$ cat src/cnn_acc_pkg.sv
package cnn_acc_pkg;

    ////////////////////////////////////////////////////////////////////////////
    // Sizes

    localparam int DATA_WIDTH     = 16;
    localparam int PSUM_WIDTH     = 32;
    localparam int WORD_WIDTH     = 32;
    localparam int NUM_COL        = 8;
    localparam int BUFFER_SIZE    = 512;
    localparam int ID_WIDTH       = 4;
    localparam int TAG_WIDTH      = 8;
    localparam int AXI_ADDR_WIDTH = 16;

    localparam int COL_IDX_WIDTH  = $clog2(NUM_COL);
    localparam int BUF_ADDR_WIDTH = $clog2(BUFFER_SIZE);
    // One extra bit so a full buffer count fits
    localparam int LEN_WIDTH      = BUF_ADDR_WIDTH + 1;

    // Low address bit of the buffer windows and of the psum window
    localparam int WIN_LSB        = BUF_ADDR_WIDTH + 2;
    localparam int PSUM_LSB       = COL_IDX_WIDTH + 2;

    ////////////////////////////////////////////////////////////////////////////
    // Register map

    localparam logic [AXI_ADDR_WIDTH-1:0] REG_CTRL   = 16'h0000;
    localparam logic [AXI_ADDR_WIDTH-1:0] REG_LENGTH = 16'h0004;
    localparam logic [AXI_ADDR_WIDTH-1:0] REG_KSIZE  = 16'h0008;
    localparam logic [AXI_ADDR_WIDTH-1:0] REG_FILL   = 16'h000C;
    localparam logic [AXI_ADDR_WIDTH-1:0] PSUM_BASE  = 16'h0100;
    localparam logic [AXI_ADDR_WIDTH-1:0] IFMAP_BASE = 16'h0800;
    localparam logic [AXI_ADDR_WIDTH-1:0] FLTR_BASE  = 16'h1000;

    localparam logic [1:0] RESP_OKAY   = 2'b00;
    localparam logic [1:0] RESP_SLVERR = 2'b10;

    ////////////////////////////////////////////////////////////////////////////
    // Types

    typedef logic signed [DATA_WIDTH-1:0] data_t;
    typedef logic signed [PSUM_WIDTH-1:0] psum_t;
    typedef logic [ID_WIDTH-1:0]          col_id_t;
    typedef logic [TAG_WIDTH-1:0]         tag_t;
    typedef logic [BUF_ADDR_WIDTH-1:0]    buf_addr_t;
    typedef logic [LEN_WIDTH-1:0]         len_t;

    typedef struct packed {
        logic                  ifmap;
        logic                  fltr;
        logic                  psum;
        buf_addr_t             addr;
        logic [WORD_WIDTH-1:0] data;
    } buf_wr_t;

    typedef struct packed {
        logic start;
        len_t length;
        tag_t ksize;
    } run_cmd_t;

    // Multicast word seen by every PE column
    typedef struct packed {
        logic    valid;
        col_id_t x_id;
        tag_t    x_tag;
        data_t   ifmap;
        data_t   fltr;
    } glb_bus_t;

    typedef struct packed {
        logic                     valid;
        logic [COL_IDX_WIDTH-1:0] col;
        psum_t                    value;
    } psum_load_t;

    typedef enum logic [1:0] {
        SEQ_IDLE,
        SEQ_PRELOAD,
        SEQ_STREAM,
        SEQ_DRAIN
    } seq_state_t;

endpackage

$ cat src/pe_column.sv
`timescale 1ns/1ps

module pe_column
    import cnn_acc_pkg::*;
(
    input  logic                bus_clk,
    input  logic                rstn,
    input  psum_load_t          pload,
    input  glb_bus_t            gbus,
    output psum_t [NUM_COL-1:0] results
);

    psum_t              prod;
    logic [NUM_COL-1:0] load_hit;
    logic [NUM_COL-1:0] acc_hit;

    // Signed 16x16 product that wraps at 32 bits
    assign prod = psum_t'(gbus.ifmap) * psum_t'(gbus.fltr);

    ////////////////////////////////////////////////////////////////////////////
    // Column match

    always_comb begin
        for (int c = 0; c < NUM_COL; c++) begin
            load_hit[c] = pload.valid && (pload.col == COL_IDX_WIDTH'(c));
            // Ids with the extension bit set fall through here
            acc_hit[c]  = gbus.valid && (gbus.x_id == col_id_t'(c));
        end
    end

    ////////////////////////////////////////////////////////////////////////////
    // Accumulators

    always_ff @(posedge bus_clk or negedge rstn) begin
        if (!rstn) begin
            results <= '0;
        end else begin
            for (int c = 0; c < NUM_COL; c++) begin
                if (load_hit[c]) begin
                    results[c] <= pload.value;
                end else if (acc_hit[c]) begin
                    results[c] <= results[c] + prod;
                end
            end
        end
    end

endmodule

$ cat config.mk
export PLATFORM = sky130hd
export DESIGN_NAME = pe_column
export DESIGN_NICKNAME = d
export VERILOG_FILES = /design/src/cnn_acc_pkg.sv /design/src/pe_column.sv
export SDC_FILE = /design/constraint.sdc
export NUM_CORES = 2
export LEC_CHECK = 0
export BUFFER_PORTS_ARGS = -buffer_cell sky130_fd_sc_hd__buf_2
export CAP_MARGIN = 10
export CORE_ASPECT_RATIO = 1.4
export CORE_MARGIN = 1
export CORE_UTILIZATION = 40
export CTS_BUF_LIST = sky130_fd_sc_hd__clkbuf_8 sky130_fd_sc_hd__clkbuf_16
export CTS_CLUSTER_SIZE = 28
export DETAILED_ROUTE_END_ITERATION = 12
export GPL_TIMING_DRIVEN = 0
export PLACE_DENSITY_LB_ADDON = 0.25
export SYNTH_ARGS = -nofsm -noshare
export SYNTH_HDL_FRONTEND = slang
export SYNTH_SLANG_ARGS = --single-unit
$ cat constraint.sdc
create_clock -name bus_clk -period 4.14 [get_ports bus_clk]
set_clock_uncertainty 0.1 [all_clocks]
set_input_delay 0.207 -clock bus_clk [delete_from_list [all_inputs] [get_ports bus_clk]]
set_output_delay 0.207 -clock bus_clk [all_outputs]
set_load 0.02 [all_outputs]
==> summary.md <==
| Metric | Value |
|---|---|
| Status | `complete, but fails checks` |
| Failing checks | `capacitance limit, slew limit, setup timing` |
| Worst path bufs/invs | `6` |
| Critical path's top delay family | `adder cells` |
| Syn Nets | `between 4000 and 5000` |
| Initial drt markers | `2927` |
| Initial antenna violation count | `7` |
| Worst Hold Class | `input pin to flop` |
| Worst setup EP type | `flop` |
| I/O pins | `about 340` |
| Finished Cell Area | `45600 um2` |
| Post-Syn Area | `about 34000 um2` |
| First-pass GRT wire length | `between 200000 and 250000 um` |
| Core area | `around 83000 um2` |
| Ys Warns | `0` |
| CP max-delay cell | `fa_1` |
| # H-tree levels | `1` |
| R2R cell count | `13` |
| Least-Margin Pin Slew | `about 1.5 ns` |
| Tcrit/Tclk final | `1.84` |
| RD Place Congestion | `~0.98` |
| Biggest register | `results` |
| Die H | `346 um` |
| Gr usage total | `0.337` |
| Slew headroom | `-0.00266` |
| Max Fclk | `0.131 GHz` |
| Hold Violations, Final | `0` |
| Clk slew on worst S/H paths | `0.07 ns` |
| Max clock buf depth | `3` |
| Vias in the first global route | `~34000` |
| Reg-to-reg endpoint | `results[254]$_DFFE_PN0P_` |
| Worst hold path depth | `3` |
| Ys flop type | `dfrtp_1` |
| Clock root buffer | `clkbuf_16` |
| Top cell by count, worst path | `fa_1` |
| Largest register FFs | `256` |
| Distinct cells, synth | `96` |
| Routed len/inst | `25.2 um` |
| Hold Path Sink | `results[209]$_DFFE_PN0P_` |
| Max Cap Viol | `2` |
| # setup viols final | `213` |
| Vias | `between 30000 and 40000` |
| Critical path data arrival time | `~8.0 ns` |
| Routed wire length | `149000 um` |
| RSZ-0062 raised after global routing | `true` |
| Setup ws final | `-3.48 ns` |
| CP required | `4.52 ns` |
| Share of post-route cells with drive strength above 1 | `0.266` |
| DIE WIDTH | `248 um` |
| Regs by FF count | `results: 256 flops` |
| Drt via density | `between 5 and 6` |
| Crit Path Category | `input pin to flop` |
| # fillers | `7597` |
| Largest net degree at the start of global routing | `103` |
| Die ar. | `~86000 um2` |
| # clock sinks | `about 260` |
| Clock latency on the worst-skew pair | `0.62 ns` |
| Max Slew Vio Count | `8` |
| R2r setup slk | `around 0.43 ns` |
| Max FO, Critical Path | `6` |
| Port Buf Inserts | `294` |
| EDFF count, synth | `0` |
| Initial core utilization | `0.407` |
| #FFs+latches synth | `between 200 and 300` |
| Most common cell after layout, fill and taps aside | `nand2_1` |
| Post-synth ARST share | `1.00` |
| TritonCTS Buffers | `28` |
| Post-layout minimum cycle time | `7.62 ns` |
| Drt drc | `0` |
| Post-synthesis sequential area ratio | `0.189` |
| CP Launch Type | `input pin` |
| GR Overflow Total | `0` |
| Syn avg cell area | `approximately 8 um2` |
| Gate Count Post-Synth | `4187` |
| Post-layout util | `0.547` |
| Reg-to-reg startpoint | `results[224]$_DFFE_PN0P_` |
| Placed Cells | `~5600` |
| TritonCTS clock tree | `built` |
| Worst stage delay on the critical path | `0.57 ns` |
| Critical path depth | `35` |
| Fin nets | `~5500` |
| Post-route ant nets | `0` |
| Post-DP Area | `38400 um2` |
| Site row count | `125` |
| Dpl hpwl | `107000 um` |
| Critical hold path startpoint | `pload[17]` |
| Area delta synth->final | `34.6%` |
| First-pass iteration count of the detailed router | `5` |
| Final cell count without fillers | `~5900` |
| Commonest cells after routing, fill and taps aside | `nand2_1 (461), nor2_1 (359), inv_1 (343)` |
-- repair_timing --
action,in CTS,in global routing
gates cloned,2,0
setup endpoints to repair,214,217
endpoints found under the hold margin,78,0
setup buffers,191,102
hold buffers,4,0
gates resized for setup,464,397
pin swaps,228,262
-- per-stage QoR --
stage | setup slack (ns) | setup TNS (ns) | hold WS [ns]
after floorplan | -3.36 | -460.94 | -0.189
after global placement | -6.13 | -1661.44 | 0.436
after detailed placement | -5.23 | -791.64 | 0.115
after CTS | -3.22 | -478.96 | 0.0234
after global routing | -3.77 | -544.40 | 0.0263
final | -3.48 | -497.18 | 0.0397
-- synthesized netlist by cell type, drive strengths merged, types with 18 or more instances --
| library cell | count | area [um2] |
|---|---|---|
| nand2 | 490 | 1850 |
| a21oi | 431 | 2180 |
| nor2 | 381 | 1430 |
| inv | 352 | 1320 |
| ha | 346 | 4330 |
| o21ai | 285 | 1440 |
| fa | 270 | 5410 |
| dfrtp | 256 | 6410 |
| clkbuf | 149 | 606 |
| xnor2 | 145 | 1270 |
| and2 | 142 | 890 |
| a21o | 117 | 883 |
| nand3 | 75 | 375 |
| xor2 | 73 | 639 |
| a31oi | 63 | 415 |
| nor3 | 63 | 320 |
| a211oi | 52 | 390 |
| nand2b | 45 | 282 |
| o21a | 45 | 339 |
| o21bai | 36 | 270 |
| nor2b | 33 | 206 |
| buf | 32 | 123 |
| nand4 | 28 | 175 |
| and3 | 26 | 165 |
| mux2i | 23 | 230 |
| or3 | 21 | 131 |
| o211ai | 18 | 140 |
-- worst min-delay path, delay by kind of cell --
kind / cells / cell delay, ns
compound gates: 1 / 0.07
simple gates: 1 / 0.14
buf+inv: 1 / 0.29
-- worst max path at each step --
| stage | startpoint | endpoint | slack, ns |
|---|---|---|---|
| 6_report | gbus[22] | results[159]$_DFFE_PN0P_ | -3.48 |
| 3_3_place_gp | gbus[25] | results[223]$_DFFE_PN0P_ | -6.13 |
| 3_5_place_dp | gbus[6] | results[159]$_DFFE_PN0P_ | -5.23 |
| 4_1_cts | gbus[12] | results[95]$_DFFE_PN0P_ | -3.22 |
| 5_1_grt | gbus[22] | results[159]$_DFFE_PN0P_ | -3.77 |
| 2_1_floorplan | gbus[22] | results[159]$_DFFE_PN0P_ | -3.36 |
-- cell type report --
cell class                      count  area, um2  area share
Buffer                            172       1210      0.0266
Sequential cell                   256       6410       0.140
Antenna cell                        4       10.0    0.000219
Clock inverter                     18        185     0.00406
Multi-Input combinational cell   3397      29400       0.645
Tap cell                         1079       1350      0.0296
Clock buffer                       33        781      0.0171
Timing Repair Buffer              604       4920       0.108
Inverter                          352       1330      0.0290
-- layer usage --
metal,vias to the layer above,routed length [um],GRT usage
met4,8,12200,0.228
met2,1610,67000,0.524
met3,461,14300,0.0744
met1,17200,55700,0.413
li1,15600,-,-
met5,-,48,0
-- kinds of logic (layout without fill, tap and decap cells) --
family	count (synthesis)	count (layout)	synth area share
mux	25	25	0.00746
other cells	0	4	0
xor+xnor	218	218	0.0563
compound gates	1177	1177	0.215
buf+inv	534	1179	0.0608
fa+ha+maj	616	616	0.287
flops	256	256	0.189
simple gates	1361	1361	0.185
Power is left out: the tool's default activity adds up to more than one toggle a clock period on the data nets, which glitch-free logic cannot reach.
