==> config.mk <==
export PLATFORM = sky130hd
export DESIGN_NAME = axil_regs
export DESIGN_NICKNAME = d
export VERILOG_FILES = /design/src/cnn_acc_pkg.sv /design/src/axil_regs.sv
export SDC_FILE = /design/constraint.sdc
export NUM_CORES = 1
export LEC_CHECK = 0
export BUFFER_PORTS_ARGS = -buffer_cell sky130_fd_sc_hd__buf_2
export CAP_MARGIN = 15
export CORE_AREA = 2 2 173 175
export DETAILED_ROUTE_END_ITERATION = 16
export DIE_AREA = 0 0 175 177
export SYNTH_ARGS = -nofsm -noshare
export SYNTH_HDL_FRONTEND = slang
export SYNTH_SLANG_ARGS = --single-unit
==> constraint.sdc <==
create_clock -name bus_clk -period 2.2 [get_ports bus_clk]
set_input_delay 0.11 -clock bus_clk [delete_from_list [all_inputs] [get_ports bus_clk]]
set_output_delay 0.11 -clock bus_clk [all_outputs]
set_load 0.1 [all_outputs]
==> src/cnn_acc_pkg.sv <==
package cnn_acc_pkg;

    ////////////////////////////////////////////////////////////////////////////
    // Sizes

    localparam int DATA_WIDTH     = 16;
    localparam int PSUM_WIDTH     = 32;
    localparam int WORD_WIDTH     = 32;
    localparam int NUM_COL        = 8;
    localparam int BUFFER_SIZE    = 512;
    localparam int ID_WIDTH       = 4;
    localparam int TAG_WIDTH      = 8;
    localparam int AXI_ADDR_WIDTH = 16;

    localparam int COL_IDX_WIDTH  = $clog2(NUM_COL);
    localparam int BUF_ADDR_WIDTH = $clog2(BUFFER_SIZE);
    // One extra bit so a full buffer count fits
    localparam int LEN_WIDTH      = BUF_ADDR_WIDTH + 1;

    // Low address bit of the buffer windows and of the psum window
    localparam int WIN_LSB        = BUF_ADDR_WIDTH + 2;
    localparam int PSUM_LSB       = COL_IDX_WIDTH + 2;

    ////////////////////////////////////////////////////////////////////////////
    // Register map

    localparam logic [AXI_ADDR_WIDTH-1:0] REG_CTRL   = 16'h0000;
    localparam logic [AXI_ADDR_WIDTH-1:0] REG_LENGTH = 16'h0004;
    localparam logic [AXI_ADDR_WIDTH-1:0] REG_KSIZE  = 16'h0008;
    localparam logic [AXI_ADDR_WIDTH-1:0] REG_FILL   = 16'h000C;
    localparam logic [AXI_ADDR_WIDTH-1:0] PSUM_BASE  = 16'h0100;
    localparam logic [AXI_ADDR_WIDTH-1:0] IFMAP_BASE = 16'h0800;
    localparam logic [AXI_ADDR_WIDTH-1:0] FLTR_BASE  = 16'h1000;

    localparam logic [1:0] RESP_OKAY   = 2'b00;
    localparam logic [1:0] RESP_SLVERR = 2'b10;

    ////////////////////////////////////////////////////////////////////////////
    // Types

    typedef logic signed [DATA_WIDTH-1:0] data_t;
    typedef logic signed [PSUM_WIDTH-1:0] psum_t;
    typedef logic [ID_WIDTH-1:0]          col_id_t;
    typedef logic [TAG_WIDTH-1:0]         tag_t;
    typedef logic [BUF_ADDR_WIDTH-1:0]    buf_addr_t;
    typedef logic [LEN_WIDTH-1:0]         len_t;

    typedef struct packed {
        logic                  ifmap;
        logic                  fltr;
        logic                  psum;
        buf_addr_t             addr;
        logic [WORD_WIDTH-1:0] data;
    } buf_wr_t;

    typedef struct packed {
        logic start;
        len_t length;
        tag_t ksize;
    } run_cmd_t;

    // Multicast word seen by every PE column
    typedef struct packed {
        logic    valid;
        col_id_t x_id;
        tag_t    x_tag;
        data_t   ifmap;
        data_t   fltr;
    } glb_bus_t;

    typedef struct packed {
        logic                     valid;
        logic [COL_IDX_WIDTH-1:0] col;
        psum_t                    value;
    } psum_load_t;

    typedef enum logic [1:0] {
        SEQ_IDLE,
        SEQ_PRELOAD,
        SEQ_STREAM,
        SEQ_DRAIN
    } seq_state_t;

endpackage

==> src/axil_regs.sv <==
`timescale 1ns/1ps

module axil_regs
    import cnn_acc_pkg::*;
(
    input  logic                      bus_clk,
    input  logic                      rstn,
    input  logic [AXI_ADDR_WIDTH-1:0] awaddr,
    input  logic                      awvalid,
    output logic                      awready,
    input  logic [WORD_WIDTH-1:0]     wdata,
    input  logic [WORD_WIDTH/8-1:0]   wstrb,
    input  logic                      wvalid,
    output logic                      wready,
    output logic [1:0]                bresp,
    output logic                      bvalid,
    input  logic                      bready,
    input  logic [AXI_ADDR_WIDTH-1:0] araddr,
    input  logic                      arvalid,
    output logic                      arready,
    output logic [WORD_WIDTH-1:0]     rdata,
    output logic [1:0]                rresp,
    output logic                      rvalid,
    input  logic                      rready,
    input  logic                      busy,
    input  logic                      done,
    input  len_t                      fill,
    input  psum_t [NUM_COL-1:0]       results,
    output buf_wr_t                   wr,
    output run_cmd_t                  cmd,
    output logic                      irq_done
);

    logic wr_acc;
    logic rd_acc;
    logic wr_block;
    logic wr_do;
    logic aw_ifmap;
    logic aw_fltr;
    logic aw_psum;
    logic aw_ctrl;
    logic aw_len;
    logic aw_ksize;
    logic ar_psum;

    len_t                  len_q;
    tag_t                  ksize_q;
    logic                  done_q;
    logic                  irq_q;
    logic [WORD_WIDTH-1:0] rd_mux;

    assign wr_acc = awready && awvalid && wvalid;
    assign rd_acc = arready && arvalid;

    ////////////////////////////////////////////////////////////////////////////
    // Write address decode

    assign aw_ifmap = awaddr[AXI_ADDR_WIDTH-1:WIN_LSB] == IFMAP_BASE[AXI_ADDR_WIDTH-1:WIN_LSB];
    assign aw_fltr  = awaddr[AXI_ADDR_WIDTH-1:WIN_LSB] == FLTR_BASE[AXI_ADDR_WIDTH-1:WIN_LSB];
    assign aw_psum  = awaddr[AXI_ADDR_WIDTH-1:PSUM_LSB] == PSUM_BASE[AXI_ADDR_WIDTH-1:PSUM_LSB];
    assign aw_ctrl  = (awaddr == REG_CTRL);
    assign aw_len   = (awaddr == REG_LENGTH);
    assign aw_ksize = (awaddr == REG_KSIZE);

    // Buffers and run setup are frozen during a run
    assign wr_block = busy && (aw_ifmap || aw_fltr || aw_psum || aw_len || aw_ksize);
    assign wr_do    = wr_acc && !wr_block && (|wstrb);

    always_comb begin
        wr.ifmap = wr_do && aw_ifmap;
        wr.fltr  = wr_do && aw_fltr;
        wr.psum  = wr_do && aw_psum;
        // Psum window holds one word per column
        wr.addr  = aw_psum ? buf_addr_t'(awaddr[PSUM_LSB-1:2]) : awaddr[WIN_LSB-1:2];
        wr.data  = wdata;
    end

    assign cmd.start  = wr_do && aw_ctrl && wdata[0] && !busy;
    assign cmd.length = len_q;
    assign cmd.ksize  = ksize_q;
    assign irq_done   = irq_q;

    ////////////////////////////////////////////////////////////////////////////
    // Handshakes with one transfer in flight per direction

    always_ff @(posedge bus_clk or negedge rstn) begin
        if (!rstn) begin
            awready <= 1'b0;
            wready  <= 1'b0;
            bvalid  <= 1'b0;
            arready <= 1'b0;
            rvalid  <= 1'b0;
        end else begin
            awready <= awvalid && wvalid && !bvalid && !awready;
            wready  <= awvalid && wvalid && !bvalid && !awready;
            if (wr_acc) begin
                bvalid <= 1'b1;
            end else if (bready) begin
                bvalid <= 1'b0;
            end
            arready <= arvalid && !rvalid && !arready;
            if (rd_acc) begin
                rvalid <= 1'b1;
            end else if (rready) begin
                rvalid <= 1'b0;
            end
        end
    end

    always_ff @(posedge bus_clk) begin
        if (wr_acc) begin
            bresp <= wr_block ? RESP_SLVERR : RESP_OKAY;
        end
        if (rd_acc) begin
            rdata <= rd_mux;
        end
    end

    assign rresp = RESP_OKAY;

    // Control registers
    always_ff @(posedge bus_clk or negedge rstn) begin
        if (!rstn) begin
            len_q   <= '0;
            ksize_q <= '0;
            done_q  <= 1'b0;
            irq_q   <= 1'b0;
        end else begin
            if (wr_do && aw_len) begin
                len_q <= wdata[LEN_WIDTH-1:0];
            end
            if (wr_do && aw_ksize) begin
                ksize_q <= wdata[TAG_WIDTH-1:0];
            end
            if (done) begin
                done_q <= 1'b1;
                irq_q  <= 1'b1;
            end else if (wr_do && aw_ctrl) begin
                // New run also clears the old done
                if (wdata[1] || cmd.start) begin
                    done_q <= 1'b0;
                end
                irq_q <= 1'b0;
            end
        end
    end

    ////////////////////////////////////////////////////////////////////////////
    // Read data mux

    assign ar_psum = araddr[AXI_ADDR_WIDTH-1:PSUM_LSB] == PSUM_BASE[AXI_ADDR_WIDTH-1:PSUM_LSB];

    always_comb begin
        rd_mux = '0;
        if (ar_psum) begin
            rd_mux = results[araddr[PSUM_LSB-1:2]];
        end else begin
            case (araddr)
                REG_CTRL:   rd_mux = {{(WORD_WIDTH - 2){1'b0}}, done_q, busy};
                REG_LENGTH: rd_mux = WORD_WIDTH'(len_q);
                REG_KSIZE:  rd_mux = WORD_WIDTH'(ksize_q);
                REG_FILL:   rd_mux = WORD_WIDTH'(fill);
                default:    rd_mux = '0;
            endcase
        end
    end

endmodule

==> out/qor.yml <==
outcome: "finished clean"
synth_area_leader_cell: "sky130_fd_sc_hd__mux4_2"
mappedNetlistArea_um2: 4670
die-area_um2: 31000
min-delay-path-class: "in2reg"
drt_drc_violations_left: 0
post_synth.cell_area_avg_um2: 13.3
multi_input_comb_area_um2: 2670
synth_top_cell_area_share: 0.318
timing.setup.tns_ns: 0
regMostFlops: "rdata"
postCtsSetupBuffers: 0
number_of_enable_type_register_cells_in_the_synthesized_netlist: 33
worst-r2r-cell-count: 5
critical_path.n_buffers_inverters: 2
grt_usage: 0.133
clock_sink_count: 57
inserted_clock_buffers: 9
hpwl_um: 18300
post-route-period-util: 0.929
power_density_nw_per_um2: 519
design_power_total_mw: 3.82
finalSetupViolCount: 0
critical_path.cell_chain: "nand3_1 -> buf_4 -> nor3_1 -> nand2_1 -> nor3b_4 -> clkbuf_4"
first_pass_grt_wire_length_um: 29400
cp_data_required_time_ns: 2.09
worst_clock_skew_ns: 0.00407
clk_root_buffer_cell: "sky130_fd_sc_hd__clkbuf_16"
viasPerCell: 4.16
layout-area-overhead-vs-synth_pct: 57.6
r2r_setup_slack_ns: 0.31
initial_cell_density_of_the_core: 0.160
critical_path.max_stage_delay_ns: 0.42
port_buffers: 400
register_area_um2: 1600
routed_wire_per_std_cell_um: 18.9
final-max-slew-violation-count: 0
critical-path-slowest-cell: "sky130_fd_sc_hd__dfrtp_4"
crit_path_end_kind: "output port"
top_regs: "rdata (32), len_q (10), ksize_q (8)"
crit_fanout: 4
place.gp.congestion: 0.752
rsz0062_at_grt: "no"
fp-row-count: 63
drt-pass1-iter-count: 4
stdcell_count: 1119
layout_min_cycle_time_ns: 2.04
timing.final.hold_violations: 0
postRouteWirelength_um: 21200
dp_cells: 1096
setup.worst_path.class: "reg2out"
cp-start-kind: "flop"
min_from: "wdata[9]"
first_global_vias: 4945
vias: 4659
design.core.area_um2: 29200
max_freq_ghz: 0.489
antenna_left: 0
hold-path-endpoint: "len_q[9]"
drive_above_1_share: 0.736
sum_of_overflow_across_all_layers_after_global_routing: 0
arrival_ns: 1.93
fin_nets: 1064
h-tree-depth: 3
fraction_of_registers_with_async_set_or_reset_after_synthesis: 0.421
power.ir.vdd_worst_mv: 0.244
largest_net_degree_at_the_start_of_global_routing: 35
ys_seq_area_frac: 0.341
path_delay_family: "simple AND/OR/NAND/NOR gates"
tritoncts: "built"
synthCells: 352
timing.max_slew.rel_slack: 0.609
largest_register_ffs: 32
nFillCells: 3165
clockBufferDepth: 2
worstMarginPinSlew_ns: 0.586
synthTopCellsByArea: "sky130_fd_sc_hd__mux4_2 32%, sky130_fd_sc_hd__edfxtp_1 21%, sky130_fd_sc_hd__dfrtp_1 13%"
grt_antenna_before_repair: 6
drt_iter0_drc: 114
yosys_warnings: 0
critical_path.reg2reg.startpoint: "wready"
io_pins: 448
leakagePower_nw: 3.53
postSynthRegisterBits: 57
synth_flop_cell: "sky130_fd_sc_hd__edfxtp_1"
max_cap_viol: 0
timing.hold.ws_ns: 0.0195
clock_transition_time_at_the_flip_flop_clock_pins_of_the_worst_setup_and_hold_paths_ns: 0.06
synth_cell_type_count: 40
floorplan.die.height_um: 177
fp.dieW_um: 175
worst_hold_path.num_cells: 2
worst_skew_pair.late_latency_ns: 0.33
r2r_end: "len_q[1]"
==> cells in the mapped netlist (all sizes together) (3+ instances only) <==
cell type / count
nor4: 7
mux2: 18
nand2: 4
nand4: 3
mux4: 66
buf: 55
mux2i: 38
nand3: 6
o21ai: 3
clkbuf: 13
inv: 8
a21oi: 8
dfrtp: 24
nor2: 30
or3: 3
o22ai: 6
nor3b: 3
edfxtp: 33
nor3: 8
==> logic make-up (layout without fill, tap and decap cells) <==
family / after synthesis / count (layout) / synth area share
other: 1 / 6 / 0.000803
AOI/OAI and AO/OA: 23 / 23 / 0.0295
DFF: 57 / 57 / 0.341
buffers and inverters: 76 / 448 / 0.0960
muxes: 122 / 122 / 0.443
and+or+nand+nor: 71 / 71 / 0.0858
xor gates and xnor gates: 2 / 2 / 0.00375
==> layout make-up <==
class,instances,area share
Inverter,8,0.00408
Multi-Input combinational cell,221,0.363
Tap cell,390,0.0663
Sequential cell,57,0.217
Timing Repair Buffer,424,0.308
Clock inverter,5,0.00459
Antenna cell,3,0.00102
Clock buffer,11,0.0359
==> through the flow <==
stage / utilization / area, µm² / setup slack [ns]
6_report: 0.252 / 7360 / 0.156
5_1_grt: 0.251 / 7350 / 0.00764
4_1_cts: 0.251 / 7340 / 0.0237
3_5_place_dp: 0.240 / 7010 / 0.297
3_3_place_gp: 0.240 / 7010 / 0.314
2_1_floorplan: - / 4710 / 0.0410
==> layer usage <==
metal	share of wire	vias up	track usage
li1	-	2105	-
met1	0.37	2249	0.138
met2	0.51	261	0.239
met3	0.092	38	0.0490
met4	0.034	6	0.0615
met5	0.0018	-	0
==> how the worst max path moves through the flow <==
stage / start / to / slack [ns] / cells after the start
3_5_place_dp: wready / len_q[1] / 0.30 / 5
5_1_grt: wready / wr[43] / 0.008 / 6
4_1_cts: wready / wr[43] / 0.02 / 6
2_1_floorplan: wready / wr[42] / 0.04 / 4
6_report: wready / wr[43] / 0.16 / 6
3_3_place_gp: wready / len_q[5] / 0.31 / 5
==> cells in the final DEF (no fill, tap or decap), types with 6 or more instances in the layout <==
cell	instances
sky130_fd_sc_hd__mux4_2	66
sky130_fd_sc_hd__nor3_1	6
sky130_fd_sc_hd__clkbuf_16	10
sky130_fd_sc_hd__nand3_1	6
sky130_fd_sc_hd__buf_4	19
sky130_fd_sc_hd__o22ai_1	6
sky130_fd_sc_hd__buf_2	395
sky130_fd_sc_hd__dfrtp_1	23
sky130_fd_sc_hd__nor2_1	30
sky130_fd_sc_hd__inv_1	7
sky130_fd_sc_hd__mux2i_1	38
sky130_fd_sc_hd__a21oi_1	8
sky130_fd_sc_hd__mux2_2	17
sky130_fd_sc_hd__edfxtp_1	33
==> worst register-to-register path: cells and delay by family, from the launching register on <==
kind | cells | cell delay (ns)
AND/OR/NAND/NOR | 3 | 0.79
flip-flops | 1 | 0.42
multiplexers | 1 | 0.35
buffers and inverters | 1 | 0.23
==> power by group <==
part	internal (mW)	switching, mW
Clock	0.865	0.568
Combinational	0.504	0.707
Sequential	1.16	0.0111
==> what timing repair did <==
action	4_1_cts	5_1_grt
hold buffers	4	0
hold endpoints to repair	26	0
gates resized for setup	0	3
setup endpoints to repair	0	2
No activity file was read; power rests on OpenSTA's default activity.
